### config.mk
export PLATFORM = sky130hd
export DESIGN_NAME = ooo_core
export DESIGN_NICKNAME = d
export VERILOG_FILES = /design/src/rtl/ooo_pkg.sv /design/src/rtl/cdb_if.sv /design/src/rtl/dispatch_if.sv /design/src/rtl/issue_exec.sv /design/src/rtl/ooo_core.sv /design/src/rtl/phys_regfile.sv /design/src/rtl/rename_stage.sv /design/src/rtl/reorder_buffer.sv
export SDC_FILE = /design/constraint.sdc
export NUM_CORES = 1
export LEC_CHECK = 0
export ABC_AREA = 1
export BUFFER_PORTS_ARGS = -buffer_cell sky130_fd_sc_hd__buf_2
export CORE_MARGIN = 2
export CORE_UTILIZATION = 45
export DETAILED_ROUTE_END_ITERATION = 12
export GPL_ROUTABILITY_DRIVEN = 0
export SKIP_CTS_REPAIR_TIMING = 1
export SLEW_MARGIN = 15
export SYNTH_ARGS = -nofsm -noshare
export SYNTH_HDL_FRONTEND = slang
export SYNTH_SLANG_ARGS = --single-unit
### constraint.sdc
create_clock -name clock -period 18.79 [get_ports clock]
set_clock_uncertainty 0.15 [all_clocks]
set_input_delay 2.8185 -clock clock [delete_from_list [all_inputs] [get_ports clock]]
set_output_delay 2.8185 -clock clock [all_outputs]
set_load 0.05 [all_outputs]
### src/rtl/ooo_pkg.sv
package ooo_pkg;

    localparam int XLEN      = 16;
    localparam int ARCH_REGS = 8;
    localparam int PHYS_REGS = 16;
    localparam int ROB_DEPTH = 8;
    localparam int IQ_DEPTH  = 4;

    // derived sizes
    localparam int FREE_REGS = PHYS_REGS - ARCH_REGS;
    localparam int IQ_IDX_W  = $clog2(IQ_DEPTH);

    typedef logic [XLEN-1:0]              word_t;
    typedef logic [$clog2(ARCH_REGS)-1:0] arn_t;
    typedef logic [$clog2(PHYS_REGS)-1:0] prn_t;
    typedef logic [$clog2(ROB_DEPTH)-1:0] robn_t;

    typedef enum logic [2:0] {
        OP_ADD  = 3'd0,
        OP_SUB  = 3'd1,
        OP_AND  = 3'd2,
        OP_XOR  = 3'd3,
        OP_ADDI = 3'd4
    } op_e;

endpackage

### src/rtl/cdb_if.sv
`timescale 1ns/1ps

interface cdb_if;
    import ooo_pkg::*;

    // one result per cycle at most
    logic  valid;
    prn_t  prn;
    robn_t robn;
    word_t value;

    modport source (output valid, prn, robn, value);
    modport sink (input valid, prn, robn, value);

endinterface

### src/rtl/dispatch_if.sv
`timescale 1ns/1ps

interface dispatch_if;
    import ooo_pkg::*;

    logic  valid;
    op_e   op;
    word_t imm;
    arn_t  dest_arn;
    prn_t  dest_prn;
    prn_t  old_prn;
    prn_t  src1_prn;
    prn_t  src2_prn;
    robn_t robn;

    modport rename (
        output valid, op, imm, dest_arn, dest_prn, old_prn, src1_prn, src2_prn, robn
    );
    modport issue (input valid, op, imm, dest_prn, src1_prn, src2_prn, robn);
    modport rob (input valid, dest_arn, old_prn, robn);

endinterface

### src/rtl/issue_exec.sv
`timescale 1ns/1ps

module issue_exec (
    input  logic           clock,
    input  logic           rst_n,
    dispatch_if.issue      disp,
    output logic           iq_full,
    output logic           alloc_valid,
    output ooo_pkg::prn_t  alloc_prn,
    output ooo_pkg::prn_t  rd_prn [2],
    input  logic           rd_ready [2],
    output ooo_pkg::prn_t  ex_prn [2],
    input  ooo_pkg::word_t ex_value [2],
    cdb_if.source          cdb
);
    import ooo_pkg::*;

    logic [IQ_DEPTH-1:0] q_valid;
    logic [IQ_DEPTH-1:0] q_rdy1;
    logic [IQ_DEPTH-1:0] q_rdy2;
    logic [IQ_IDX_W-1:0] q_age [IQ_DEPTH];
    op_e                 q_op [IQ_DEPTH];
    word_t               q_imm [IQ_DEPTH];
    prn_t                q_dest [IQ_DEPTH];
    prn_t                q_src1 [IQ_DEPTH];
    prn_t                q_src2 [IQ_DEPTH];
    robn_t               q_robn [IQ_DEPTH];

    logic [IQ_IDX_W-1:0] sel_idx;
    logic [IQ_IDX_W-1:0] free_idx;
    logic [IQ_IDX_W-1:0] new_age;
    logic                sel_found;
    logic                wake1;
    logic                wake2;
    word_t               opnd_b;
    word_t               alu_out;

    // age counts older entries, so the oldest ready one has the lowest age
    always_comb begin
        sel_found = 1'b0;
        sel_idx   = '0;
        free_idx  = '0;
        new_age   = '0;
        for (int i = IQ_DEPTH - 1; i >= 0; i--) begin
            if (!q_valid[i]) begin
                free_idx = IQ_IDX_W'(i);
            end
        end
        for (int i = 0; i < IQ_DEPTH; i++) begin
            if (q_valid[i] && q_rdy1[i] && q_rdy2[i] &&
                (!sel_found || q_age[i] < q_age[sel_idx])) begin
                sel_found = 1'b1;
                sel_idx   = IQ_IDX_W'(i);
            end
            if (q_valid[i]) begin
                new_age = new_age + 1'b1;
            end
        end
        if (sel_found) begin
            new_age = new_age - 1'b1;
        end
    end

    assign iq_full     = &q_valid;
    assign alloc_valid = disp.valid;
    assign alloc_prn   = disp.dest_prn;
    assign rd_prn[0]   = disp.src1_prn;
    assign rd_prn[1]   = disp.src2_prn;
    assign ex_prn[0]   = q_src1[sel_idx];
    assign ex_prn[1]   = q_src2[sel_idx];

    // a result on the bus this cycle also counts at dispatch
    assign wake1 = rd_ready[0] | (cdb.valid && cdb.prn == disp.src1_prn);
    assign wake2 = (disp.op == OP_ADDI) | rd_ready[1] |
                   (cdb.valid && cdb.prn == disp.src2_prn);

    assign opnd_b = (q_op[sel_idx] == OP_ADDI) ? q_imm[sel_idx] : ex_value[1];

    always_comb begin
        case (q_op[sel_idx])
            OP_ADD, OP_ADDI: alu_out = ex_value[0] + opnd_b;
            OP_SUB:          alu_out = ex_value[0] - opnd_b;
            OP_AND:          alu_out = ex_value[0] & opnd_b;
            OP_XOR:          alu_out = ex_value[0] ^ opnd_b;
            default:         alu_out = '0;
        endcase
    end

    always_ff @(posedge clock or negedge rst_n) begin
        if (!rst_n) begin
            q_valid   <= '0;
            q_rdy1    <= '0;
            q_rdy2    <= '0;
            cdb.valid <= 1'b0;
            for (int i = 0; i < IQ_DEPTH; i++) begin
                q_age[i] <= '0;
            end
        end else begin
            for (int i = 0; i < IQ_DEPTH; i++) begin
                if (cdb.valid && cdb.prn == q_src1[i]) begin
                    q_rdy1[i] <= 1'b1;
                end
                if (cdb.valid && cdb.prn == q_src2[i]) begin
                    q_rdy2[i] <= 1'b1;
                end
                if (sel_found && q_valid[i] && q_age[i] > q_age[sel_idx]) begin
                    q_age[i] <= q_age[i] - 1'b1;
                end
            end
            if (sel_found) begin
                q_valid[sel_idx] <= 1'b0;
            end
            if (disp.valid) begin
                q_valid[free_idx] <= 1'b1;
                q_rdy1[free_idx]  <= wake1;
                q_rdy2[free_idx]  <= wake2;
                q_age[free_idx]   <= new_age;
            end
            cdb.valid <= sel_found;
        end
    end

    always_ff @(posedge clock) begin
        if (disp.valid) begin
            q_op[free_idx]   <= disp.op;
            q_imm[free_idx]  <= disp.imm;
            q_dest[free_idx] <= disp.dest_prn;
            q_src1[free_idx] <= disp.src1_prn;
            q_src2[free_idx] <= disp.src2_prn;
            q_robn[free_idx] <= disp.robn;
        end
        // ALU stage register
        if (sel_found) begin
            cdb.prn   <= q_dest[sel_idx];
            cdb.robn  <= q_robn[sel_idx];
            cdb.value <= alu_out;
        end
    end

endmodule

### src/rtl/ooo_core.sv
`timescale 1ns/1ps

module ooo_core (
    input  logic           clock,
    input  logic           rst_n,
    input  logic           in_valid,
    input  ooo_pkg::op_e   in_op,
    input  ooo_pkg::arn_t  in_dest,
    input  ooo_pkg::arn_t  in_src1,
    input  ooo_pkg::arn_t  in_src2,
    input  ooo_pkg::word_t in_imm,
    output logic           stall,
    output logic           commit_valid,
    output ooo_pkg::arn_t  commit_arn,
    output ooo_pkg::word_t commit_value
);
    import ooo_pkg::*;

    logic  rob_full;
    logic  iq_full;
    robn_t rob_tail;
    logic  free_valid;
    prn_t  free_prn;
    logic  alloc_valid;
    prn_t  alloc_prn;
    prn_t  rd_prn [2];
    logic  rd_ready [2];
    prn_t  ex_prn [2];
    word_t ex_value [2];

    dispatch_if disp ();
    cdb_if      cdb ();

    rename_stage rename_inst (
        .clock      (clock),
        .rst_n      (rst_n),
        .in_valid   (in_valid),
        .in_op      (in_op),
        .in_dest    (in_dest),
        .in_src1    (in_src1),
        .in_src2    (in_src2),
        .in_imm     (in_imm),
        .rob_full   (rob_full),
        .iq_full    (iq_full),
        .rob_tail   (rob_tail),
        .free_valid (free_valid),
        .free_prn   (free_prn),
        .stall      (stall),
        .disp       (disp.rename)
    );

    // operand values are read at select, only ready bits at dispatch
    phys_regfile prf_inst (
        .clock       (clock),
        .rst_n       (rst_n),
        .cdb         (cdb.sink),
        .alloc_valid (alloc_valid),
        .alloc_prn   (alloc_prn),
        .rd_prn      (rd_prn),
        .rd_value    (),
        .rd_ready    (rd_ready),
        .ex_prn      (ex_prn),
        .ex_value    (ex_value)
    );

    issue_exec issue_inst (
        .clock       (clock),
        .rst_n       (rst_n),
        .disp        (disp.issue),
        .iq_full     (iq_full),
        .alloc_valid (alloc_valid),
        .alloc_prn   (alloc_prn),
        .rd_prn      (rd_prn),
        .rd_ready    (rd_ready),
        .ex_prn      (ex_prn),
        .ex_value    (ex_value),
        .cdb         (cdb.source)
    );

    reorder_buffer rob_inst (
        .clock        (clock),
        .rst_n        (rst_n),
        .disp         (disp.rob),
        .cdb          (cdb.sink),
        .rob_full     (rob_full),
        .rob_tail     (rob_tail),
        .free_valid   (free_valid),
        .free_prn     (free_prn),
        .commit_valid (commit_valid),
        .commit_arn   (commit_arn),
        .commit_value (commit_value)
    );

endmodule

### src/rtl/phys_regfile.sv
`timescale 1ns/1ps

module phys_regfile (
    input  logic           clock,
    input  logic           rst_n,
    cdb_if.sink            cdb,
    input  logic           alloc_valid,
    input  ooo_pkg::prn_t  alloc_prn,
    input  ooo_pkg::prn_t  rd_prn [2],
    output ooo_pkg::word_t rd_value [2],
    output logic           rd_ready [2],
    input  ooo_pkg::prn_t  ex_prn [2],
    output ooo_pkg::word_t ex_value [2]
);
    import ooo_pkg::*;

    word_t                values [PHYS_REGS];
    logic [PHYS_REGS-1:0] ready;

    always_ff @(posedge clock or negedge rst_n) begin
        if (!rst_n) begin
            for (int i = 0; i < PHYS_REGS; i++) begin
                values[i] <= '0;
                ready[i]  <= (i < ARCH_REGS);
            end
        end else begin
            if (alloc_valid) begin
                ready[alloc_prn] <= 1'b0;
            end
            // bus write after alloc so it wins on a clash
            if (cdb.valid) begin
                values[cdb.prn] <= cdb.value;
                ready[cdb.prn]  <= 1'b1;
            end
        end
    end

    always_comb begin
        for (int i = 0; i < 2; i++) begin
            rd_value[i] = values[rd_prn[i]];
            rd_ready[i] = ready[rd_prn[i]];
            ex_value[i] = values[ex_prn[i]];
        end
    end

endmodule

### src/rtl/rename_stage.sv
`timescale 1ns/1ps

module rename_stage (
    input  logic           clock,
    input  logic           rst_n,
    input  logic           in_valid,
    input  ooo_pkg::op_e   in_op,
    input  ooo_pkg::arn_t  in_dest,
    input  ooo_pkg::arn_t  in_src1,
    input  ooo_pkg::arn_t  in_src2,
    input  ooo_pkg::word_t in_imm,
    input  logic           rob_full,
    input  logic           iq_full,
    input  ooo_pkg::robn_t rob_tail,
    input  logic           free_valid,
    input  ooo_pkg::prn_t  free_prn,
    output logic           stall,
    dispatch_if.rename     disp
);
    import ooo_pkg::*;

    prn_t map_table [ARCH_REGS];
    prn_t free_list [FREE_REGS];

    logic [$clog2(FREE_REGS)-1:0] fl_head;
    logic [$clog2(FREE_REGS)-1:0] fl_tail;
    logic [$clog2(FREE_REGS):0]   fl_count;
    logic                         fl_empty;
    logic                         accept;

    assign fl_empty = (fl_count == '0);
    assign stall    = fl_empty | rob_full | iq_full;
    assign accept   = in_valid & ~stall;

    // sources see the mapping before this instruction's own write
    assign disp.valid    = accept;
    assign disp.op       = in_op;
    assign disp.imm      = in_imm;
    assign disp.dest_arn = in_dest;
    assign disp.dest_prn = free_list[fl_head];
    assign disp.old_prn  = map_table[in_dest];
    assign disp.src1_prn = map_table[in_src1];
    assign disp.src2_prn = map_table[in_src2];
    assign disp.robn     = rob_tail;

    always_ff @(posedge clock or negedge rst_n) begin
        if (!rst_n) begin
            for (int i = 0; i < ARCH_REGS; i++) begin
                map_table[i] <= prn_t'(i);
            end
            for (int i = 0; i < FREE_REGS; i++) begin
                free_list[i] <= prn_t'(ARCH_REGS + i);
            end
            fl_head  <= '0;
            fl_tail  <= '0;
            fl_count <= ($clog2(FREE_REGS)+1)'(FREE_REGS);
        end else begin
            if (accept) begin
                map_table[in_dest] <= free_list[fl_head];
                fl_head            <= fl_head + 1'b1;
            end
            // retired old mappings come back here
            if (free_valid) begin
                free_list[fl_tail] <= free_prn;
                fl_tail            <= fl_tail + 1'b1;
            end
            case ({accept, free_valid})
                2'b10:   fl_count <= fl_count - 1'b1;
                2'b01:   fl_count <= fl_count + 1'b1;
                default: fl_count <= fl_count;
            endcase
        end
    end

endmodule

### src/rtl/reorder_buffer.sv
`timescale 1ns/1ps

module reorder_buffer (
    input  logic           clock,
    input  logic           rst_n,
    dispatch_if.rob        disp,
    cdb_if.sink            cdb,
    output logic           rob_full,
    output ooo_pkg::robn_t rob_tail,
    output logic           free_valid,
    output ooo_pkg::prn_t  free_prn,
    output logic           commit_valid,
    output ooo_pkg::arn_t  commit_arn,
    output ooo_pkg::word_t commit_value
);
    import ooo_pkg::*;

    arn_t                 ent_arn [ROB_DEPTH];
    prn_t                 ent_old_prn [ROB_DEPTH];
    word_t                ent_value [ROB_DEPTH];
    logic [ROB_DEPTH-1:0] ent_done;

    robn_t                      head;
    robn_t                      tail;
    logic [$clog2(ROB_DEPTH):0] count;
    logic                       retire;

    assign retire   = (count != '0) && ent_done[head];
    assign rob_full = (count == ($clog2(ROB_DEPTH)+1)'(ROB_DEPTH));
    assign rob_tail = tail;

    always_ff @(posedge clock or negedge rst_n) begin
        if (!rst_n) begin
            head         <= '0;
            tail         <= '0;
            count        <= '0;
            ent_done     <= '0;
            commit_valid <= 1'b0;
            free_valid   <= 1'b0;
        end else begin
            if (retire) begin
                ent_done[head] <= 1'b0;
                head           <= head + 1'b1;
            end
            if (disp.valid) begin
                ent_done[disp.robn] <= 1'b0;
                tail                <= tail + 1'b1;
            end
            // completion from the bus
            if (cdb.valid) begin
                ent_done[cdb.robn] <= 1'b1;
            end
            case ({disp.valid, retire})
                2'b10:   count <= count + 1'b1;
                2'b01:   count <= count - 1'b1;
                default: count <= count;
            endcase
            commit_valid <= retire;
            free_valid   <= retire;
        end
    end

    always_ff @(posedge clock) begin
        if (disp.valid) begin
            ent_arn[disp.robn]     <= disp.dest_arn;
            ent_old_prn[disp.robn] <= disp.old_prn;
        end
        if (cdb.valid) begin
            ent_value[cdb.robn] <= cdb.value;
        end
        // previous mapping is dead once this instruction retires
        if (retire) begin
            commit_arn   <= ent_arn[head];
            commit_value <= ent_value[head];
            free_prn     <= ent_old_prn[head];
        end
    end

endmodule

======== Word level (Yosys, flattened, before mapping) ========
Memories as Yosys holds them, arrays and structs flattened. A register that Yosys moved wholly into a read port is not among the register bits.
Index checks and enable logic that the tools add are counted.
W data, S select, Z words.
word-level totals
  bits in writable memories ............... 320
  flip-flop bits (word level) ............. 402
  memories kept ........................... 9
  input port bits ......................... 31
memory list
  name                  words  bits a word  rd ports  clocked after Yosys merged registers in  write ports  RTL line              RTL
  rob_inst.ent_value    8      16           1         1                                        1            reorder_buffer.sv:20  word_t ent_value [ROB_DEPTH];
  issue_inst.q_imm      4      16           1         0                                        1            issue_exec.sv:23      word_t q_imm [IQ_DEPTH];
  rob_inst.ent_old_prn  8      4            1         1                                        1            reorder_buffer.sv:19  prn_t ent_old_prn [ROB_DEPTH];
  rob_inst.ent_arn      8      3            1         1                                        1            reorder_buffer.sv:18  arn_t ent_arn [ROB_DEPTH];
  issue_inst.q_dest     4      4            1         1                                        1            issue_exec.sv:24      prn_t q_dest [IQ_DEPTH];
  issue_inst.q_src1     4      4            5         0                                        1            issue_exec.sv:25      prn_t q_src1 [IQ_DEPTH];
  +3 memories           -      -            -         -                                        -            -
operators by class
  multiplexer cells ....................... 107
  $add $sub $neg .......................... 18
  reductions and logical operators ........ 54
  magnitude comparators ................... 39
  eq/ne operators ......................... 20
  bitwise gates (word level) .............. 32
operator list
  operator              count
  $bwmux W256           1
  $bmux W16 S4          2
  $mux W16              8
  $bwmux W32            2
  $demux W16 S4         1
  $pmux W16 S4          1
  $mux W4               14
  $bmux W4 S3           4
  $mux W2               21
  $logic_and A1 B1 Y1   41
  $eq A4 B4 Y1          10
  $and A16 B16 Y16      2
  $mux W8               4
  $mux W1               28
  $demux W4 S3          2
  $ge A4 B4 Y1 const B  5
  $lt A4 B5 Y1 const B  4
  $not A3 Y4            5
  $add A16 B16 Y16      1
  $and A8 B8 Y8         2
  $not A16 Y16          1
  $not A8 Y8            2
  $or A16 B16 Y16       1
  $pmux W4 S2           2
  other kinds (53)      106

======== Depth between registers and ports, before layout ========
  word-level depth ........................ 32
  mapped depth ............................ 65

======== By module ========
From an unflattened synthesis, not the netlist that was laid out.
unflattened totals
  cell total of the unflattened synthesis .. 5765
  area total of the unflattened synthesis .. 44109.8 um^2
modules (own cells, without submodules)
  module          sequential area each (um^2)  instances  cells an instance  area an instance (um^2)
  phys_regfile    6816.5                       1          3486               20691.1
  issue_exec      5300.1                       1          983                9740.6
  reorder_buffer  6691.4                       1          631                8904.8
  rename_stage    1893.1                       1          665                4773.3

======== Worst setup path before layout ========
OpenSTA, ideal clock, no wires.
  kind .................................... register to register
  start point ............................. reg issue_inst.q_age[5] (netlist name)
  end point ............................... reg issue_inst.cdb.value[15] (data pin)
  setup slack ............................. 11.805 ns
  arrival ................................. 6.583 ns
  stages on the path, launching flop included .. 59
  cells stage by stage .................... dfrtp_1 ha_1 nand2_1 nand2_1 nand2_1 nand2_2 a21oi_1 inv_1 ha_1 nand2_1 nand2_1 nand2_1 nand2_2 nand2_1 o21ai_0 ha_1 nand2_1 nand2_2 (+23 left out) and2_1 o21ai_0 nand3_1 nand2_1 nand2_1 inv_1 nor2_1 inv_1 a21oi_1 nand3b_1 nand2_1 nand2_1 nand2_1 inv_1 nand2_1 nand2_1 nand2_1 nand2_1
between the ends
  cells in the longest elaborated chain, start to end .. 28
ends and longest elaborated chain
  item                                          RTL line            RTL
  start, declared                               issue_exec.sv:21    logic [IQ_IDX_W-1:0] q_age [IQ_DEPTH];
  start signal, assigned by index               issue_exec.sv:107   q_age[i] <= q_age[i] - 1'b1;
  start signal, assigned by index               issue_exec.sv:117   q_age[free_idx] <= new_age;
  $lt A2 B2 Y1                                  issue_exec.sv:51    (!sel_found || q_age[i] < q_age[sel_idx])) begin
  $logic_or A1 B1 Y1                            issue_exec.sv:51
  $logic_and A1 B1 Y1                           issue_exec.sv:50    if (q_valid[i] && q_rdy1[i] && q_rdy2[i] &&
  $mux W1                                       issue_exec.sv:50
  $not A1 Y3 (implied by the code)              issue_exec.sv:51
  $bmux W2 S2                                   issue_exec.sv:51
  $mux W2 (implied by the code) (2 in series)   issue_exec.sv:51
  $lt A2 B2 Y1                                  issue_exec.sv:51
  (+10 left out)                                -
  $mux W2 (*)                                   issue_exec.sv:50
  $mem_v2 Z4 W4                                 -
  $not A4 Y5 (implied by the code)              phys_regfile.sv:42  ex_value[i] = values[ex_prn[i]];
  $bmux W16 S4                                  phys_regfile.sv:42
  $mux W16 (implied by the code) (2 in series)  phys_regfile.sv:42
  $mux W16                                      issue_exec.sv:77    assign opnd_b = (q_op[sel_idx] == OP_ADDI) ? q_imm[sel_idx] : ex_value[1];
  $sub A16 B16 Y16 (tied with other cells)      issue_exec.sv:82    OP_SUB: alu_out = ex_value[0] - opnd_b;
  $pmux W16 S4 (*)                              issue_exec.sv:80    case (q_op[sel_idx])
  end signal, assigned                          issue_exec.sv:136   cdb.value <= alu_out;
  end, declared                                 cdb_if.sv:12        modport source (output valid, prn, robn, value);
Mark *: on every way between the ends. The rest lies on a longest branch, timed or not. The select of a mux whose other input is x is not followed.
A chain may end at the register's enable or synchronous reset.

======== Final worst setup path ========
  start point ............................. reg issue_inst.q_age[7] (netlist name)
  end point ............................... reg issue_inst.cdb.value[15] (data pin)
The elaborated chain is that of the path after synthesis.

==> impl_metrics.yaml <==
run_status:
  outcome: "finished clean"
global_route:
  grt_pass1_wl_mm: 171
  grt_max_degree: 94
  grt_pass1_vias: 28400
  antenna_found_initial: 9
  grt_use_total: 0.260
  overflow: 0
synthesis:
  synth-edff-count: 366
  synth_nets: 4328
  netlist_area_mm2: 0.0374
  synth_warnings: 0
  synth_top_area_share: 0.294
  synthArstFlopShare: 0.513
  synth_top_area_cell: "edfxtp_1"
  syn-mean-instance-area_um2: 8.82
  synth-seq-area-share: 0.554
  ys.flop_type: "edfxtp_1"
  synth_cell_type_count: 56
  ys_top_cells_by_area: "edfxtp_1 (29%), dfrtp_1 (23%), nand2_1 (10%), o21ai_0 (8.0%), nand3_1 (5.0%)"
  syn_inst: 4234
  synth_seq_cells: 752
power_and_ir_drop:
  cellPowerDensity_mw_per_mm2: 84.2
  p_leak_nw: 16.8
  combinationalPowerShare: 0.016
  internal_power_mw: 2.73
  switchingPower_mw: 0.747
  ir_drop_mv: 0.0703
  switching_share: 0.215
  seqPwrFrac: 0.496
  power_frac_clock: 0.488
clocking:
  tritoncts: "built"
  cts_max_level: 3
  cts_root_buffer: "clkbuf_16"
  clock_latency_ns: 0.64
  cts_buffer_depth: 3
  clkTransAtPathRegs_ns: 0.06
  numCtsBuffers: 83
  cts_sinks: 752
timing:
  rsz0062_at_grt: "no"
  hold_slack_ns: 0.320
  max_freq_ghz: 0.109
  drv_slew: 0
  period_share: 0.489
  relSlewSlack: 0.252
  hold_violations: 0
  worst_slew_pin_slew_ns: 1.12
  final.min_clock_period_ns: 9.19
  setup_viol: 0
  setup-tns-final_ns: 0
die:
  die_area_mm2: 0.0853
  chipHeight_um: 292
  start_util: 0.455
  core_area_mm2: 0.0821
  die_x_um: 292
  io_pins: 52
  placementRows: 105
layout:
  drive_above_1_share: 0.0861
  area_growth_pct: 10.5
  nFillCells: 7661
  final_cell_mix: "nand2_1 (997), o21ai_0 (595), inv_1 (400), nand3_1 (370), edfxtp_1 (366)"
  nets: 4297
  layout_commonest_cell: "nand2_1"
worst_setup_path:
  crit_path_max_fanout: 23
  crit_top_cell: "nand2_1"
  worstRegToRegCells: 58
  slowest_delay_ns: 0.89
  rrSetupSlack_ns: 9.60
  cp-start-kind: "register"
  critical_path.slowest_cell: "o21ai_2"
  regToRegStartpoint: "issue_inst.q_age[7]"
  required_ns: 19.03
  critPathArrivalTime_ns: 9.43
  r2r_end: "issue_inst.cdb.value[15]"
  worstSetupPathType: "register to register"
  setup.worst_path.end_class: "register"
route:
  viasPerCell: 5.62
  drc: 0
  totalWireLength_mm: 111
  firstDrtPassIters: 6
  final_antenna_net_count: 0
  wire_per_inst_um: 20.8
  drtIter0Drc: 2882
  via_count: 30100
hold_path:
  min_path_cells: 1
  min_path_type: "register to register"
  holdCritStartpoint: "rob_inst.count[0]"
  hold_end: "rob_inst.count[0]"
placement:
  portBuffers: 51
  hpwl_mm: 68.9
run:
  maxCapViolations: 0
==> stage by stage <==
stage / setup WS [ns] / total power [mW] / std cells / utilization / instance area, um^2
global placement: 9.81 / 1.81 / 5188 / 0.468 / 38400
floorplan: 11.80 / 1.78 / 4234 / - / 37400
detailed placement: 9.66 / 1.81 / 5188 / 0.468 / 38400
global route: 8.64 / 3.56 / 5345 / 0.503 / 41300
finish: 9.60 / 3.48 / 5346 / 0.503 / 41300
CTS: 9.63 / 3.50 / 5344 / 0.503 / 41300
==> cell usage after synthesis (4+ instances only) <==
| cell type | count |
|---|---|
| o21ai_1 | 6 |
| o211ai_1 | 65 |
| inv_1 | 403 |
| edfxtp_1 | 366 |
| buf_2 | 46 |
| nor2_1 | 278 |
| or2_2 | 14 |
| o221ai_1 | 11 |
| o2111ai_1 | 26 |
| o22ai_1 | 35 |
| nand2_1 | 997 |
| dfrtp_1 | 345 |
| clkbuf_1 | 152 |
| a311oi_1 | 8 |
| a211oi_1 | 10 |
| xor2_1 | 26 |
| a22o_1 | 9 |
| nand4_1 | 22 |
| a221oi_1 | 10 |
| a32o_1 | 4 |
| nor3_1 | 25 |
| nand3_1 | 371 |
| o21ai_0 | 597 |
| buf_1 | 13 |
| buf_6 | 14 |
| inv_2 | 17 |
| o32ai_1 | 11 |
| a21oi_1 | 157 |
| xnor2_1 | 23 |
| a31oi_1 | 4 |
| nand2_2 | 14 |
| buf_4 | 7 |
| nor2_2 | 5 |
| ha_1 | 60 |
| dfstp_2 | 41 |
==> worst max-delay path, delay by kind of cell, from the launching register on <==
family,cells,cell delay [ns]
buf+inv,8,0.80
simple gates,35,3.90
fa+ha+maj,5,1.34
xor+xnor,1,0.16
flops,1,0.39
compound gates,9,2.16
==> power by group through the flow <==
stage | Sequential (mW) | Combinational, mW | Clock [mW]
after CTS | 1.72 | 0.0547 | 1.72
after global routing | 1.72 | 0.0611 | 1.78
final | 1.72 | 0.0541 | 1.70
after detailed placement | 1.76 | 0.0544 | 0
after floorplan | 1.76 | 0.0197 | 0
after global placement | 1.76 | 0.0543 | 0
==> per-layer routing <==
layer  vias to the layer above  wire [um]  GRT usage  part of all wire
li1                      14300          -          -                 -
met1                     14400      49200      0.364              0.44
met2                      1125      49500      0.405              0.44
met3                       240       8240     0.0412             0.074
met4                         4       4270      0.100             0.038
met5                         -         24          0           0.00022
==> kinds of logic (layout without fill, tap and decap cells) <==
group           after synthesis  count (layout)  share of synthesized area
compound gates              968             968                      0.145
mux                           1               1                   0.000301
simple gates               1746            1746                      0.196
fa+ha+maj                    63              63                     0.0217
xor+xnor                     49              49                     0.0115
flops                       752             752                      0.554
other cells                   0               2                          0
buf+inv                     655             695                     0.0712
==> worst max-delay path by stage <==
| stage | startpoint | to | slack, ns | cells after the start |
|---|---|---|---|---|
| floorplan | issue_inst.q_age[5] | issue_inst.cdb.value[15] | 11.80 | 58 |
| global placement | issue_inst.q_age[7] | issue_inst.cdb.value[15] | 9.81 | 58 |
| detailed placement | issue_inst.q_age[7] | issue_inst.cdb.value[15] | 9.66 | 58 |
| CTS | issue_inst.q_age[7] | issue_inst.cdb.value[15] | 9.63 | 58 |
| global route | issue_inst.q_age[7] | issue_inst.cdb.value[15] | 8.64 | 58 |
| finish | issue_inst.q_age[7] | issue_inst.cdb.value[15] | 9.60 | 58 |
==> registers in the layout, summed over array words and instances, names as in the netlist, 8 cells and up <==
signal,count
rob_inst.commit_value,16
issue_inst.q_src2,16
issue_inst.q_dest,16
prf_inst.ready,16
rob_inst.ent_old_prn,32
issue_inst.q_age,8
rename_inst.free_list,32
issue_inst.cdb.value,16
issue_inst.q_robn,12
rob_inst.ent_arn,24
rob_inst.ent_done,8
issue_inst.q_imm,64
issue_inst.q_src1,16
prf_inst.values,256
issue_inst.q_op,12
rob_inst.ent_value,128
rename_inst.map_table,32
==> final cells by class <==
class	count	area, um^2	share of cell area
Multi-Input combinational cell	2827	14100	0.340
Antenna cell	2	5.00	0.000121
Tap cell	1070	1340	0.0324
Clock inverter	49	564	0.0137
Clock buffer	107	2280	0.0552
Sequential cell	752	20700	0.501
Timing Repair Buffer	117	761	0.0184
Inverter	422	1590	0.0384
Note: power is estimated with default switching activity, not from simulation.
